**config.mk**
```make
export PLATFORM = sky130hd
export DESIGN_NAME = cache_stats
export DESIGN_NICKNAME = d
export VERILOG_FILES = /design/src/rtl/cache_line_pkg.sv /design/src/rtl/cache_req_pkg.sv /design/src/rtl/cache_stats.sv
export VERILOG_INCLUDE_DIRS = /design/src /design/src/rtl
export SDC_FILE = /design/constraint.sdc
export NUM_CORES = 1
export LEC_CHECK = 0
export BUFFER_PORTS_ARGS = -buffer_cell sky130_fd_sc_hd__buf_2
export CAP_MARGIN = 20
export CORE_UTILIZATION = 55
export DETAILED_ROUTE_END_ITERATION = 7
export PLACE_DENSITY_LB_ADDON = 0.12
export SETUP_SLACK_MARGIN = 0.3
export SYNTH_ARGS = -nofsm -noshare
export SYNTH_HDL_FRONTEND = slang
export SYNTH_SLANG_ARGS = --single-unit
```
**constraint.sdc**
```tcl
create_clock -name i_clk -period 2.4 [get_ports i_clk]
set_input_delay 0.48 -clock i_clk [delete_from_list [all_inputs] [get_ports i_clk]]
set_output_delay 0.48 -clock i_clk [all_outputs]
set_load 0.02 [all_outputs]
```
**src/rtl/cache_params.svh**
```systemverilog
`ifndef CACHE_PARAMS_SVH
`define CACHE_PARAMS_SVH

// Address split for the data directory
`define ADDR_BITS   32
// Byte offset inside a 64-byte line
`define OFFSET_BITS 6
// 16 sets
`define INDEX_BITS  4
`define TAG_BITS    (`ADDR_BITS - `INDEX_BITS - `OFFSET_BITS)

// Set count follows the index width
`define SETS        (1 << `INDEX_BITS)

// 8-way set associative
`define WAYS        8
`define WAY_BITS    3

// Request buffer between decoder and lookup
`define FIFO_DEPTH  4

// Width of each statistics counter
`define STAT_BITS   32

`endif

```
**src/rtl/cache_line_pkg.sv**
```systemverilog
`default_nettype none

`include "cache_params.svh"

package cache_line_pkg;

	// MESI coherence state of one stored line
	// Invalid must stay zero, it is the reset value of every line
	typedef enum logic [1:0] {
		MESI_INVALID   = 2'd0,
		MESI_SHARED    = 2'd1,
		MESI_EXCLUSIVE = 2'd2,
		MESI_MODIFIED  = 2'd3
	} mesi_t;

	// Stored tag, upper address bits
	typedef logic [`TAG_BITS-1:0] tag_t;

	// True-LRU age per way
	// 0 is least recent, WAYS-1 most recent
	typedef logic [`WAY_BITS-1:0] lru_age_t;

	// Way number inside a set
	typedef logic [`WAY_BITS-1:0] way_t;

	// Age given to the way just accessed
	localparam lru_age_t AGE_MRU = lru_age_t'(`WAYS - 1);

endpackage

`default_nettype wire

```
**src/rtl/cache_req_pkg.sv**
```systemverilog
`default_nettype none

`include "cache_params.svh"

package cache_req_pkg;

	import cache_line_pkg::*;

	// Internal command encoding
	typedef enum logic [1:0] {
		CMD_READ      = 2'd0,
		CMD_WRITE     = 2'd1,
		CMD_SNOOP_INV = 2'd2,
		CMD_CLEAR     = 2'd3
	} cmd_t;

	// Trace file command codes
	localparam logic [3:0] TRACE_READ      = 4'd0;
	localparam logic [3:0] TRACE_WRITE     = 4'd1;
	localparam logic [3:0] TRACE_SNOOP_INV = 4'd3;
	localparam logic [3:0] TRACE_CLEAR     = 4'd8;

	typedef logic [`INDEX_BITS-1:0] set_idx_t;

	// Decoded request, byte offset already dropped
	typedef struct packed {
		cmd_t     cmd;
		tag_t     tag;
		set_idx_t index;
	} cache_req_t;

	// One response per processed request
	typedef struct packed {
		cmd_t  cmd;
		logic  hit;
		way_t  way;
		mesi_t state;
		logic  writeback;
	} cache_rsp_t;

	typedef logic [`STAT_BITS-1:0] stat_cnt_t;

	// Running access counters
	typedef struct packed {
		stat_cnt_t reads;
		stat_cnt_t writes;
		stat_cnt_t hits;
		stat_cnt_t misses;
	} cache_stats_t;

endpackage

`default_nettype wire

```
**src/rtl/cache_stats.sv**
```systemverilog
`timescale 1ns/1ps
`default_nettype none

module cache_stats
	import cache_req_pkg::*;
(
	input  wire logic       i_clk,
	input  wire logic       i_arst_n,
	input  wire logic       i_rsp_valid,
	input  wire cache_rsp_t i_rsp,
	output cache_stats_t    o_stats
);

	logic is_access;

	// Holds at all ones instead of wrapping
	function automatic stat_cnt_t sat_inc(input stat_cnt_t cnt);
		return (cnt == '1) ? cnt : cnt + 1'b1;
	endfunction

	// Snoops count neither as access nor as hit or miss
	assign is_access = (i_rsp.cmd == CMD_READ) || (i_rsp.cmd == CMD_WRITE);

	always_ff @(posedge i_clk or negedge i_arst_n) begin
		if (!i_arst_n) begin
			o_stats <= '0;
		end else if (i_rsp_valid) begin
			if (i_rsp.cmd == CMD_CLEAR) begin
				o_stats <= '0;
			end else begin
				if (i_rsp.cmd == CMD_READ)
					o_stats.reads <= sat_inc(o_stats.reads);
				if (i_rsp.cmd == CMD_WRITE)
					o_stats.writes <= sat_inc(o_stats.writes);
				// Hit or miss per access
				if (is_access && i_rsp.hit)
					o_stats.hits <= sat_inc(o_stats.hits);
				if (is_access && !i_rsp.hit)
					o_stats.misses <= sat_inc(o_stats.misses);
			end
		end
	end

endmodule

`default_nettype wire

```
Word level (Yosys, flattened, before mapping)
Cells that the tools add are included.
{"block": "totals", "ff_bits": 128, "inputBits": 12, "out_inout_bits": 128}
{"block": "classes", "addsub": 4, "n_eq_ne": 10, "n_mux": 9, "n_reduce_logical": 13}
{"operator": "two-way mux 32 bit", "count": 8}
{"operator": "adder 32 x 1 -> 32 bit (second input constant)", "count": 4}
{"operator": "== test 32 bit (second input constant)", "count": 4}
{"operator": "two-way mux 128 bit", "count": 1}
{"operator": "AND reduction 3 bit", "count": 4}
{"operator": "inequality test 2 bit (second input constant)", "count": 4}
{"operator": "nonzero test 2 bit", "count": 4}
{"operator": "== test 2 x 1 -> 1 bit (second input constant)", "count": 1}
{"operator": "== test 2 bit (second input constant)", "count": 1}
{"operator": "logical AND 1 bit", "count": 2}
{"operator": "logical NOT 2 bit", "count": 1}
{"operator": "logical NOT 1 bit", "count": 1}
{"operator": "logical OR 1 bit", "count": 1}

Depth between registers and ports, before layout
Gate-level depths: netlist (run 1).
{"block": "depth", "depth_word": 5, "mapped_depth": 9, "depth_no_buf": 7}

Least setup slack after synthesis (run 1)
OpenSTA, ideal clock, no wires.
{"block": "synth_path", "path_type": "register to register", "startpoint": "reg o_stats[32] (netlist name)", "endpoint": "reg o_stats[49] (netlist name)", "setup_ns": 0.135, "arrival_ns": 2.268, "required_ns": 2.265, "setup_slack_ns": -0.003, "path_stages_with_launch": 8, "period_less_slack_ns": 2.403, "cell_sequence": "dfrtp_1 > ha_1 > nand3_1 > or4_4 > or4_1 > clkbuf_1 > nand2_1 > o31ai_1"}
{"block": "synth_between", "elab_chain_len": 4, "elab_cells_between_ends": 7, "classes_between": "add/sub (1); eq/ne (2); mux (3); reduce/logical (1)"}
{"item": "start: declaration", "line_no": "cache_stats.sv:11", "text": "output cache_stats_t o_stats"}
{"item": "adder 32 x 1 -> 32 bit", "line_no": "cache_stats.sv:18", "text": "return (cnt == '1) ? cnt : cnt + 1'b1;"}
{"item": "two-way mux 32 bit", "line_no": "cache_stats.sv:18"}
{"item": "two-way mux 32 bit", "line_no": "cache_stats.sv:36", "text": "if (is_access && i_rsp.hit)"}
{"item": "two-way mux 128 bit", "line_no": "cache_stats.sv:28", "text": "if (i_rsp.cmd == CMD_CLEAR) begin"}
Parallel ways exist; a longest one is shown, timed or not. The select of a mux whose other input is x is not followed.
A chain may end at the register's enable or synchronous reset.

Worst setup path in the final report (run 1)
{"block": "layout_path", "startpoint": "reg o_stats[101] (netlist name)", "endpoint": "reg o_stats[102] (netlist name)"}
{"block": "layout_between", "elab_chain_len": 4, "elab_cells_between_ends": 7, "classes_between": "add/sub (1); eq/ne (2); mux (3); reduce/logical (1)"}
{"item": "adder 32 x 1 -> 32 bit", "line_no": "cache_stats.sv:18"}
{"item": "two-way mux 32 bit", "line_no": "cache_stats.sv:18"}
{"item": "two-way mux 32 bit", "line_no": "cache_stats.sv:31", "text": "if (i_rsp.cmd == CMD_READ)"}
{"item": "two-way mux 128 bit", "line_no": "cache_stats.sv:28"}
Parallel ways exist; a longest one is shown, timed or not. The select of a mux whose other input is x is not followed.

==> results.toml, run 1 <==
[outcome]
status = "complete, but fails checks"
failing_checks = "negative hold slack"

[setup_path]
critical_path.startpoint = "o_stats[101]"
data_required_time_of_the_critical_path_ns = 2.69
timing.setup.critical_path_class = "flop to flop"
crit_path_max_fanout = 6
critical_path.endpoint_type = "flop"
setup.worst_path.start_class = "flop"
worst_endpoint_data_arrival_time_ns = 2.39
reg2regPathDepth = 8
reg2reg_from = "o_stats[101]"

[route]
drcViolationCount = 0
wire_per_inst_um = 18.3
total_via_count_in_the_routed_design = 8825
first_iter_violations = 805
ant_nets = 0
vias_per_cell = 6.62
firstDrtPassIters = 5
drt_wl_total_um = 24300

[hold_path]
hold_class = "input port to asynchronous set/reset pin"

[floorplanning]
number_of_rows_created_at_floorplan = 44
die_area_um2 = 15300
core_um2 = 14500
dieHeight_um = 124
chipWidth_um = 124
floorplan.io_pins = 140
start_util_pct = 56.3

[layout]
multiInputGateArea_um2 = 4880
syn2layout_area_growth_pct = 29.2
nets = 1153
nFillCells = 1140
post_layout_nonfiller_instances = 1333
final_layout_size_suffix_gt1_share_pct = 32.6
top_register = "o_stats"
layout_top_registers = "o_stats x128"
ff_latch_area_um2 = 3260
largest_register_ffs = 128

[synthesis]
number_of_synthesis_warnings = 0
post-synth-top-count-cell = "sky130_fd_sc_hd__dfrtp_1"
post-synth-top-area-fraction_pct = 39.3
synth_fp_nets = 958
netlist-cell-type-count = 73
yosysTopAreaCell = "sky130_fd_sc_hd__dfrtp_1"
async_sr_flop_fraction_pct = 100
synth-edff-count = 0
netlist_area_um2 = 8150
syn_area_per_cell_um2 = 8.67
ys_seq_elements = 128
syn_inst = 940
synth_sequential_area_ratio_pct = 39.3
synth_flop_cell = "sky130_fd_sc_hd__dfrtp_1"
synth_top_cells_by_area = "sky130_fd_sc_hd__dfrtp_1, sky130_fd_sc_hd__nand3_1, sky130_fd_sc_hd__nand2_1"
synth_common_cells = "sky130_fd_sc_hd__dfrtp_1, sky130_fd_sc_hd__nand2_1, sky130_fd_sc_hd__nand3_1"

[power_and_ir_drop]
power.static_leakage_nw = 4.45
vdd_drop_max_v = 0.000460
powerDensity_nw_per_um2 = 686

[clock_tree]
numClockSinks = 128
insertion_delay_of_the_later_clocked_pin_in_the_worst_skew_pair_ns = 0.43
clock_tree.buffer_depth = 2
cts_inserted_buffers = 17
clkSlewWorstSetupHoldPaths_ns = 0.06
tritoncts = "yes"
htreeDepth = 4
ctsRootBufferMaster = "sky130_fd_sc_hd__clkbuf_16"

[sta]
fin_skew_ns = 0.00957
grt_setup_unrepaired = "true"
timing.final.crit_period_ns = 2.10
timing.hold.ws_ns = -0.00107
achievable-frequency_ghz = 0.475
finalWorstSetupSlack_ns = 0.296
period_share_pct = 87.7
worst-slew-pin-transition_ns = 0.718
relative_slew_margins_pct = 51.7
hold_viol = 1
timing.final.max_slew_violations = 0
tns_ns = 0
setup_viol = 0

[global_routing]
grt_use_total_pct = 31.2
first_global_vias = 7526
grt_start_max_net_pins = 52
grt_first_pass_wirelength_um = 37700
number_of_antenna_violations_at_the_first_check_in_global_routing = 2
globalRouteOverflowTotal = 0

[placement]
placed_cells_incl_taps = 1262
routabilityCongestion = 0.892
dpl_worst_slack_ns = 0.0297
port_buffers = 133
hpwl_um = 16000

[run]
drv.max_cap_violation_count = 0
==> critical path, cell delays in order, from the launching register on <==
cell	delay, ns
sky130_fd_sc_hd__dfrtp_2	0.44
sky130_fd_sc_hd__nand4_1	0.22
sky130_fd_sc_hd__buf_4	0.17
sky130_fd_sc_hd__nor3_4	0.05
sky130_fd_sc_hd__buf_6	0.13
sky130_fd_sc_hd__a31o_4	0.27
sky130_fd_sc_hd__buf_4	0.16
sky130_fd_sc_hd__o311ai_0	0.38
sky130_fd_sc_hd__o41ai_1	0.15
==> worst paths after layout <==
check	to	slack, ns
worst max-delay path	o_stats[102]	0.30
worst min-delay path	o_stats[55]	-0.001
worst max register to register	o_stats[102]	0.30
worst min register to register	o_stats[53]	0.52
max in group asynchronous	o_stats[9]	1.74
min in group i_clk	o_stats[53]	0.52
==> logic make-up after synthesis <==
kind of cell,after synthesis,share of synthesized area (%)
flip-flops,128,39.3
multiplexers,13,1.60
AND/OR/NAND/NOR,467,31.4
AO/OA/AOI/OAI,246,22.3
buffers and inverters,80,4.48
adder cells (fa/ha/maj),6,0.921
==> placed cells by master, fill, tap and decap left out, drive strengths merged, types with 16 or more instances in the layout <==
cell type	instances
and2	22
o21ai	39
nor3	35
a21oi	34
and3	28
nor4	32
nand4	47
o31ai	23
or4	22
clkbuf	21
o211ai	20
and4	17
buf	232
inv	21
dfrtp	128
nand3	83
nor2	51
o2bb2ai	16
nand2	94
==> per-layer routing <==
layer	wire length, µm	vias to the layer above	part of all wire [%]	track usage, %
li1	-	4093	-	-
met5	13	-	0.053	0
met3	1650	59	6.8	6.27
met2	11300	363	46	48.2
met4	508	2	2.1	9.49
met1	10900	4308	45	44.0
==> what timing repair did <==
action | in CTS | in global routing
hold buffers | 0 | 0
buffers inserted | 5 | 31
cloned | 0 | 2
resized for setup | 9 | 55
endpoints found under the setup margin | 36 | 85
pin swaps | 4 | 22
==> per-stage QoR <==
stage / area [µm²] / hold slack (ns) / utilization, % / total power, W
detailed placement: 9430 / 0.456 / 65.1 / 0.00442
global route: 10500 / 0.0279 / 72.7 / 0.00755
CTS: 10100 / 0.00527 / 69.8 / 0.00710
global placement: 9430 / 0.450 / 65.1 / 0.00438
floorplan: 8300 / 0.184 / - / 0.00378
finish: 10500 / -0.00107 / 72.7 / 0.00722
==> power by group <==
part / internal, W / switching [W]
sequential: 0.00239 / 0.000337
combinational: 0.000724 / 0.00112
clock: 0.00168 / 0.000979
==> area by class of cell <==
| type | instances | share of cell area [%] |
|---|---|---|
| Timing Repair Buffer | 232 | 13.9 |
| Tap cell | 184 | 2.19 |
| Clock buffer | 21 | 4.38 |
| Multi-Input combinational cell | 734 | 46.4 |
| Sequential cell | 128 | 31.0 |
| Clock inverter | 11 | 1.31 |
| Antenna cell | 1 | 0.0238 |
| Inverter | 22 | 0.785 |
(Power assumes the default switching activity.)
==> run 2, diff against run 1 <==
--- a/config.mk
+++ b/config.mk
@@ -6,10 +6,10 @@
 export SDC_FILE = /design/constraint.sdc
 export NUM_CORES = 1
 export LEC_CHECK = 0
-export BUFFER_PORTS_ARGS = -buffer_cell sky130_fd_sc_hd__buf_2
 export CAP_MARGIN = 20
 export CORE_UTILIZATION = 55
 export DETAILED_ROUTE_END_ITERATION = 7
+export DONT_BUFFER_PORTS = 1
 export PLACE_DENSITY_LB_ADDON = 0.12
 export SETUP_SLACK_MARGIN = 0.3
 export SYNTH_ARGS = -nofsm -noshare
==> constraint.sdc (replaced) <==
create_clock -name i_clk -period 2.4 [get_ports i_clk]
set_input_delay 0.24 -clock i_clk [delete_from_list [all_inputs] [get_ports i_clk]]
set_output_delay 0.24 -clock i_clk [all_outputs]
set_load 0.02 [all_outputs]
==> run 2 against run 1 <==
  * The flow still finishes with violations (negative hold slack)
  * Wire length is 11% higher
  * Global-route usage is 3.5 points higher
  * Sequential power fell by 3%
  * First-iteration DRC count grew 36%
  * Critical endpoint is now o_stats[50]
  * Largest cell class unchanged
  * Largest power group is now clock
==> results.toml, run 2 (synthesis results as in run 1) <==
[floorplanning]
chipWidth_um = 124
start_util_pct = 56.3
core_um2 = 14500
number_of_rows_created_at_floorplan = 44
die_area_um2 = 15300
floorplan.io_pins = 140
dieHeight_um = 124

[setup_path]
worstPathCellList = "ha_4 -> nand3_4 -> or4_4 -> or4_4 -> a31oi_1 -> a21oi_1"
critical_path.top_delay_family = "simple AND/OR/NAND/NOR gates"
critical_path.endpoint_type = "flop"
setup.worst_path.start_class = "flop"
data_required_time_of_the_critical_path_ns = 2.67
timing.setup.critical_path_class = "flop to flop"
timing.critical_path.slowest_cell_delay_ns = 0.53
cp_num_buf_inv = 0
worst_path_most_repeated_cell = "sky130_fd_sc_hd__or4_4"
worst_endpoint_data_arrival_time_ns = 2.44
cpMaxStageDelayCell = "sky130_fd_sc_hd__or4_4"
crit_path_max_fanout = 7

[placement]
hpwl_um = 17500
routabilityCongestion = 0.887
port_buffers = 0
placed_cells_incl_taps = 1214

[power_and_ir_drop]
power.static_leakage_nw = 4.38
powerDensity_nw_per_um2 = 691
vdd_drop_max_v = 0.000463

[global_routing]
use_met1_pct = 44.2
grt_util_met2_pct = 55.6
number_of_antenna_violations_at_the_first_check_in_global_routing = 0
globalRouteOverflowTotal = 0
grt_first_pass_wirelength_um = 41400
first_global_vias = 8219
grt_start_max_net_pins = 129
grtUsageMet3_pct = 9.52
grt_use_total_pct = 34.7
global_route_layer_with_the_greatest_usage = "met2"

[sta]
tns_ns = 0
setup_viol = 0
timing.hold.ws_ns = -0.482
grt_setup_unrepaired = "true"
timing.final.crit_period_ns = 2.17
achievable-frequency_ghz = 0.461
timing.final.max_slew_violations = 0
hold_viol = 128
worst-slew-pin-transition_ns = 0.785
fin_skew_ns = 0.00720
period_share_pct = 90.4
relative_slew_margins_pct = 47.5

[layout]
largest_register_ffs = 128
insertedDiodeCount = 0
final_layout_size_suffix_gt1_share_pct = 28.8
layout_commonest_cell = "sky130_fd_sc_hd__buf_4"
nets = 1104
commonest_cells_after_routing_fill_and_taps_aside = "sky130_fd_sc_hd__buf_4, sky130_fd_sc_hd__dfrtp_1, sky130_fd_sc_hd__nand2_1"
top_register = "o_stats"
syn2layout_area_growth_pct = 31.0
post_layout_nonfiller_instances = 1283
layout_top_registers = "o_stats x128"
nFillCells = 1059

[route]
vias_per_cell = 7.01
ant_nets = 0
drcViolationCount = 0
total_via_count_in_the_routed_design = 8992
wire_per_inst_um = 21.1
first_iter_violations = 1094
firstDrtPassIters = 6
drt_wl_total_um = 27100

[clock_tree]
postCtsHoldBufs = 1
numClockSinks = 128
ctsRootBufferMaster = "sky130_fd_sc_hd__clkbuf_16"
htreeDepth = 4
cts_inserted_buffers = 17
clkSlewWorstSetupHoldPaths_ns = 0.05
clock_tree.buffer_depth = 2
tritoncts = "yes"
insertion_delay_of_the_later_clocked_pin_in_the_worst_skew_pair_ns = 0.42

[run]
drv.max_cap_violation_count = 0

[outcome]
status = "complete, but fails checks"
failing_checks = "negative hold slack"

[hold_path]
hold_class = "input port to asynchronous set/reset pin"
run 2: timing repair:
action / CTS / global route
resized for setup: 21 / 55
pin swaps: 5 / 22
setup buffers: 10 / 23
endpoints found under the hold margin: 134 / 128
cloned: 2 / 1
endpoints found under the setup margin: 42 / 85
run 2: stage by stage:
| stage | hold WS, ns | instance area [µm²] | power (W) | utilization [%] | worst slack [ns] |
|---|---|---|---|---|---|
| 2_1_floorplan | -0.0556 | 8300 | 0.00378 | - | 0.301 |
| 3_3_place_gp | -0.0519 | 9370 | 0.00434 | 64.7 | 0.182 |
| 3_5_place_dp | -0.0524 | 9370 | 0.00442 | 64.7 | 0.120 |
| 4_1_cts | -0.492 | 10200 | 0.00723 | 70.6 | 0.248 |
| 5_1_grt | -0.501 | 10700 | 0.00767 | 73.7 | 0.174 |
| 6_report | -0.482 | 10700 | 0.00738 | 73.7 | 0.230 |
run 2: cell type report:
cell class                      count  area (µm²)  share of cell area [%]
Clock buffer                       26         489                    4.58
Multi-Input combinational cell    733        5010                    47.0
Timing Repair Buffer              184        1490                    13.9
Tap cell                          184         230                    2.16
Clock inverter                      6         130                    1.22
Inverter                           22        82.6                   0.774
Sequential cell                   128        3240                    30.4
run 2: report_power, final:
part           internal (W)  switching (W)
clock               0.00182       0.000929
combinational      0.000764        0.00124
sequential          0.00238       0.000245
total               0.00497        0.00241
run 2: final timing paths:
path / from / endpoint / slack, ns / depth (start not counted)
max: o_stats[33] / o_stats[50] / 0.23 / 6
min: i_arst_n / o_stats[61] / -0.48 / 0
max reg2reg: o_stats[33] / o_stats[50] / 0.23 / 6
min reg2reg: o_stats[35] / o_stats[35] / 0.54 / 1
max in group asynchronous: i_arst_n / o_stats[65] / 2.65 / 0
min in group i_clk: i_rsp_valid / o_stats[66] / 0.04 / 2
run 2: layer usage:
metal	part of all wire [%]	vias up
met1	39	4389
met3	9.7	79
li1	-	3998
met5	0	-
met2	49	526
met4	2.7	0
==> run 3, diff against run 2 <==
--- a/config.mk
+++ b/config.mk
@@ -10,8 +10,8 @@
 export CORE_UTILIZATION = 55
 export DETAILED_ROUTE_END_ITERATION = 7
 export DONT_BUFFER_PORTS = 1
-export PLACE_DENSITY_LB_ADDON = 0.12
-export SETUP_SLACK_MARGIN = 0.3
+export PLACE_DENSITY_LB_ADDON = 0.2
+export SETUP_SLACK_MARGIN = 0.15
 export SYNTH_ARGS = -nofsm -noshare
 export SYNTH_HDL_FRONTEND = slang
 export SYNTH_SLANG_ARGS = --single-unit
==> run 3 against run 2 <==
  * The run ends with design-rule violations, negative hold slack left
  * Sequential share of layout area increased by 1.5 points
  * Count of clock-buffer cells in the layout shrank 7
  * Utilization shrank 4.0 points
  * Highest routed layer unchanged
==> results.toml, run 3 (synthesis results as in run 1) <==
[outcome]
status = "complete, but fails checks"
failing_checks = "design-rule violations, negative hold slack"

[floorplanning]
dieHeight_um = 124
floorplan.io_pins = 140
number_of_rows_created_at_floorplan = 44
die_area_um2 = 15300
chipWidth_um = 124
core_um2 = 14500
start_util_pct = 56.3

[sta]
tns_ns = 0
relative_slew_margins_pct = 50.0
grt_setup_unrepaired = "true"
timing.final.max_slew_violations = 0
achievable-frequency_ghz = 0.458
hold_viol = 128
timing.hold.ws_ns = -0.496
finalWorstSetupSlack_ns = 0.215
period_share_pct = 91.0
timing.final.crit_period_ns = 2.18
setup_viol = 0
worst-slew-pin-transition_ns = 0.743
fin_skew_ns = 0.00999

[clock_tree]
postCtsHoldBufs = 1
htreeDepth = 4
clock_tree.buffer_depth = 2
insertion_delay_of_the_later_clocked_pin_in_the_worst_skew_pair_ns = 0.42
cts_inserted_buffers = 17
tritoncts = "yes"
clkSlewWorstSetupHoldPaths_ns = 0.06
numClockSinks = 128
ctsRootBufferMaster = "sky130_fd_sc_hd__clkbuf_16"

[route]
vias_per_cell = 7.03
wire_per_inst_um = 21.0
drcViolationCount = 4
firstDrtPassIters = 8
drt_wl_total_um = 26500
ant_nets = 0
first_iter_violations = 847
total_via_count_in_the_routed_design = 8865

[setup_path]
critical_path.startpoint = "o_stats[77]"
timing.setup.critical_path_class = "flop to flop"
crit_path_max_fanout = 8
r2r_end = "o_stats[94]"
data_required_time_of_the_critical_path_ns = 2.68
setup.worst_path.start_class = "flop"
reg2regPathDepth = 6
endpoint = "o_stats[94]"
reg2reg_from = "o_stats[77]"
critical_path.endpoint_type = "flop"
worst_endpoint_data_arrival_time_ns = 2.46
reg2reg_slack_ns = 0.22

[power_and_ir_drop]
netSwitchingPower_w = 0.00241
clock_power_share_pct = 38.4
combPwrFrac_pct = 25.8
total_power_w = 0.00724
netSwitchingFraction_pct = 33.3
vdd_drop_max_v = 0.000515
powerDensity_nw_per_um2 = 717
power.static_leakage_nw = 4.20
p_int_w = 0.00483
power.share.sequential_pct = 35.8

[layout]
nFillCells = 1119
layout_top_registers = "o_stats x128"
largest_register_ffs = 128
commonest_cells_after_routing_fill_and_taps_aside = "sky130_fd_sc_hd__buf_4, sky130_fd_sc_hd__dfrtp_1, sky130_fd_sc_hd__nand2_1"
insertedDiodeCount = 0
postLayoutCellArea_um2 = 10100
syn2layout_area_growth_pct = 24.0
top_register = "o_stats"
final_layout_size_suffix_gt1_share_pct = 22.5
nets = 1082
layout_commonest_cell = "sky130_fd_sc_hd__buf_4"

[hold_path]
hold_class = "input port to asynchronous set/reset pin"

[global_routing]
grt_first_pass_wirelength_um = 41100
first_global_vias = 8350
globalRouteOverflowTotal = 0
number_of_antenna_violations_at_the_first_check_in_global_routing = 0
grt_start_max_net_pins = 129
grt_use_total_pct = 34.4

[placement]
dpl_worst_slack_ns = 0.0936
place_area_um2 = 9340
port_buffers = 0
routabilityCongestion = 0.939
hpwl_um = 18200

[run]
drv.max_cap_violation_count = 0
## run 3: changes by cell type in the layout (fill, tap and decap cells not counted), sizes merged, moves of 2 or more
cell / previous run / this run
clkbuf: 26 / 19
bufbuf: 2 / 0
clkinvlp: 0 / 7
buf: 181 / 162
## run 3: layer usage
layer,vias to the layer above,GRT usage (%),part of all wire (%)
met5,-,0,0
met4,0,11.3,1.9
met3,62,10.7,10
met2,489,55.9,48
met1,4349,43.2,40
li1,3965,-,-
## run 3: cell type report
type                       count  area [µm²]  area share (%)
tap                          184         230            2.28
timing repair buffer         163        1240            12.3
clock buffer                  19         453            4.48
sequential                   128        3220            31.8
inverter                      22        82.6           0.817
multi-input combinational    732        4700            46.5
clock inverter                13         186            1.85
## run 3: metrics by stage
step	hold slack (ns)	cells	util (%)
4_1_cts	-0.501	1257	69.1
6_report	-0.496	1261	69.8
3_3_place_gp	-0.0519	1223	64.5
3_5_place_dp	-0.0525	1223	64.5
5_1_grt	-0.511	1261	69.8
2_1_floorplan	-0.0556	940	-
## run 3: power groups by stage
stage	registers, W	clock network, W	logic, W
after floorplan	0.00293	0	0.000813
after global placement	0.00260	0	0.00173
after detailed placement	0.00262	0	0.00180
after CTS	0.00259	0.00280	0.00183
after global routing	0.00262	0.00289	0.00202
final	0.00259	0.00278	0.00187
## run 3: worst min-delay path by stage
stage	slack (ns)	end	start	depth (start not counted)
after global routing	-0.51	o_stats[55]	i_arst_n	0
after detailed placement	-0.05	o_stats[58]	i_arst_n	0
final	-0.50	o_stats[55]	i_arst_n	0
after floorplan	-0.06	o_stats[0]	i_arst_n	0
after CTS	-0.50	o_stats[55]	i_arst_n	0
after global placement	-0.05	o_stats[57]	i_arst_n	0
## run 3: what timing repair did
action,in CTS,in global routing
pin swaps,1,4
endpoints found under the setup margin,12,45
hold endpoints to repair,134,128
resized for setup,2,15
setup buffers,1,4
## run 3: critical path: stages (launching register included)
cell and delay [ns]:
sky130_fd_sc_hd__dfrtp_1 0.47, sky130_fd_sc_hd__and3_1 0.27, sky130_fd_sc_hd__nand4_1 0.23, sky130_fd_sc_hd__buf_4 0.23, sky130_fd_sc_hd__or3_1 0.42, sky130_fd_sc_hd__o311ai_2 0.27
sky130_fd_sc_hd__o311ai_1 0.15
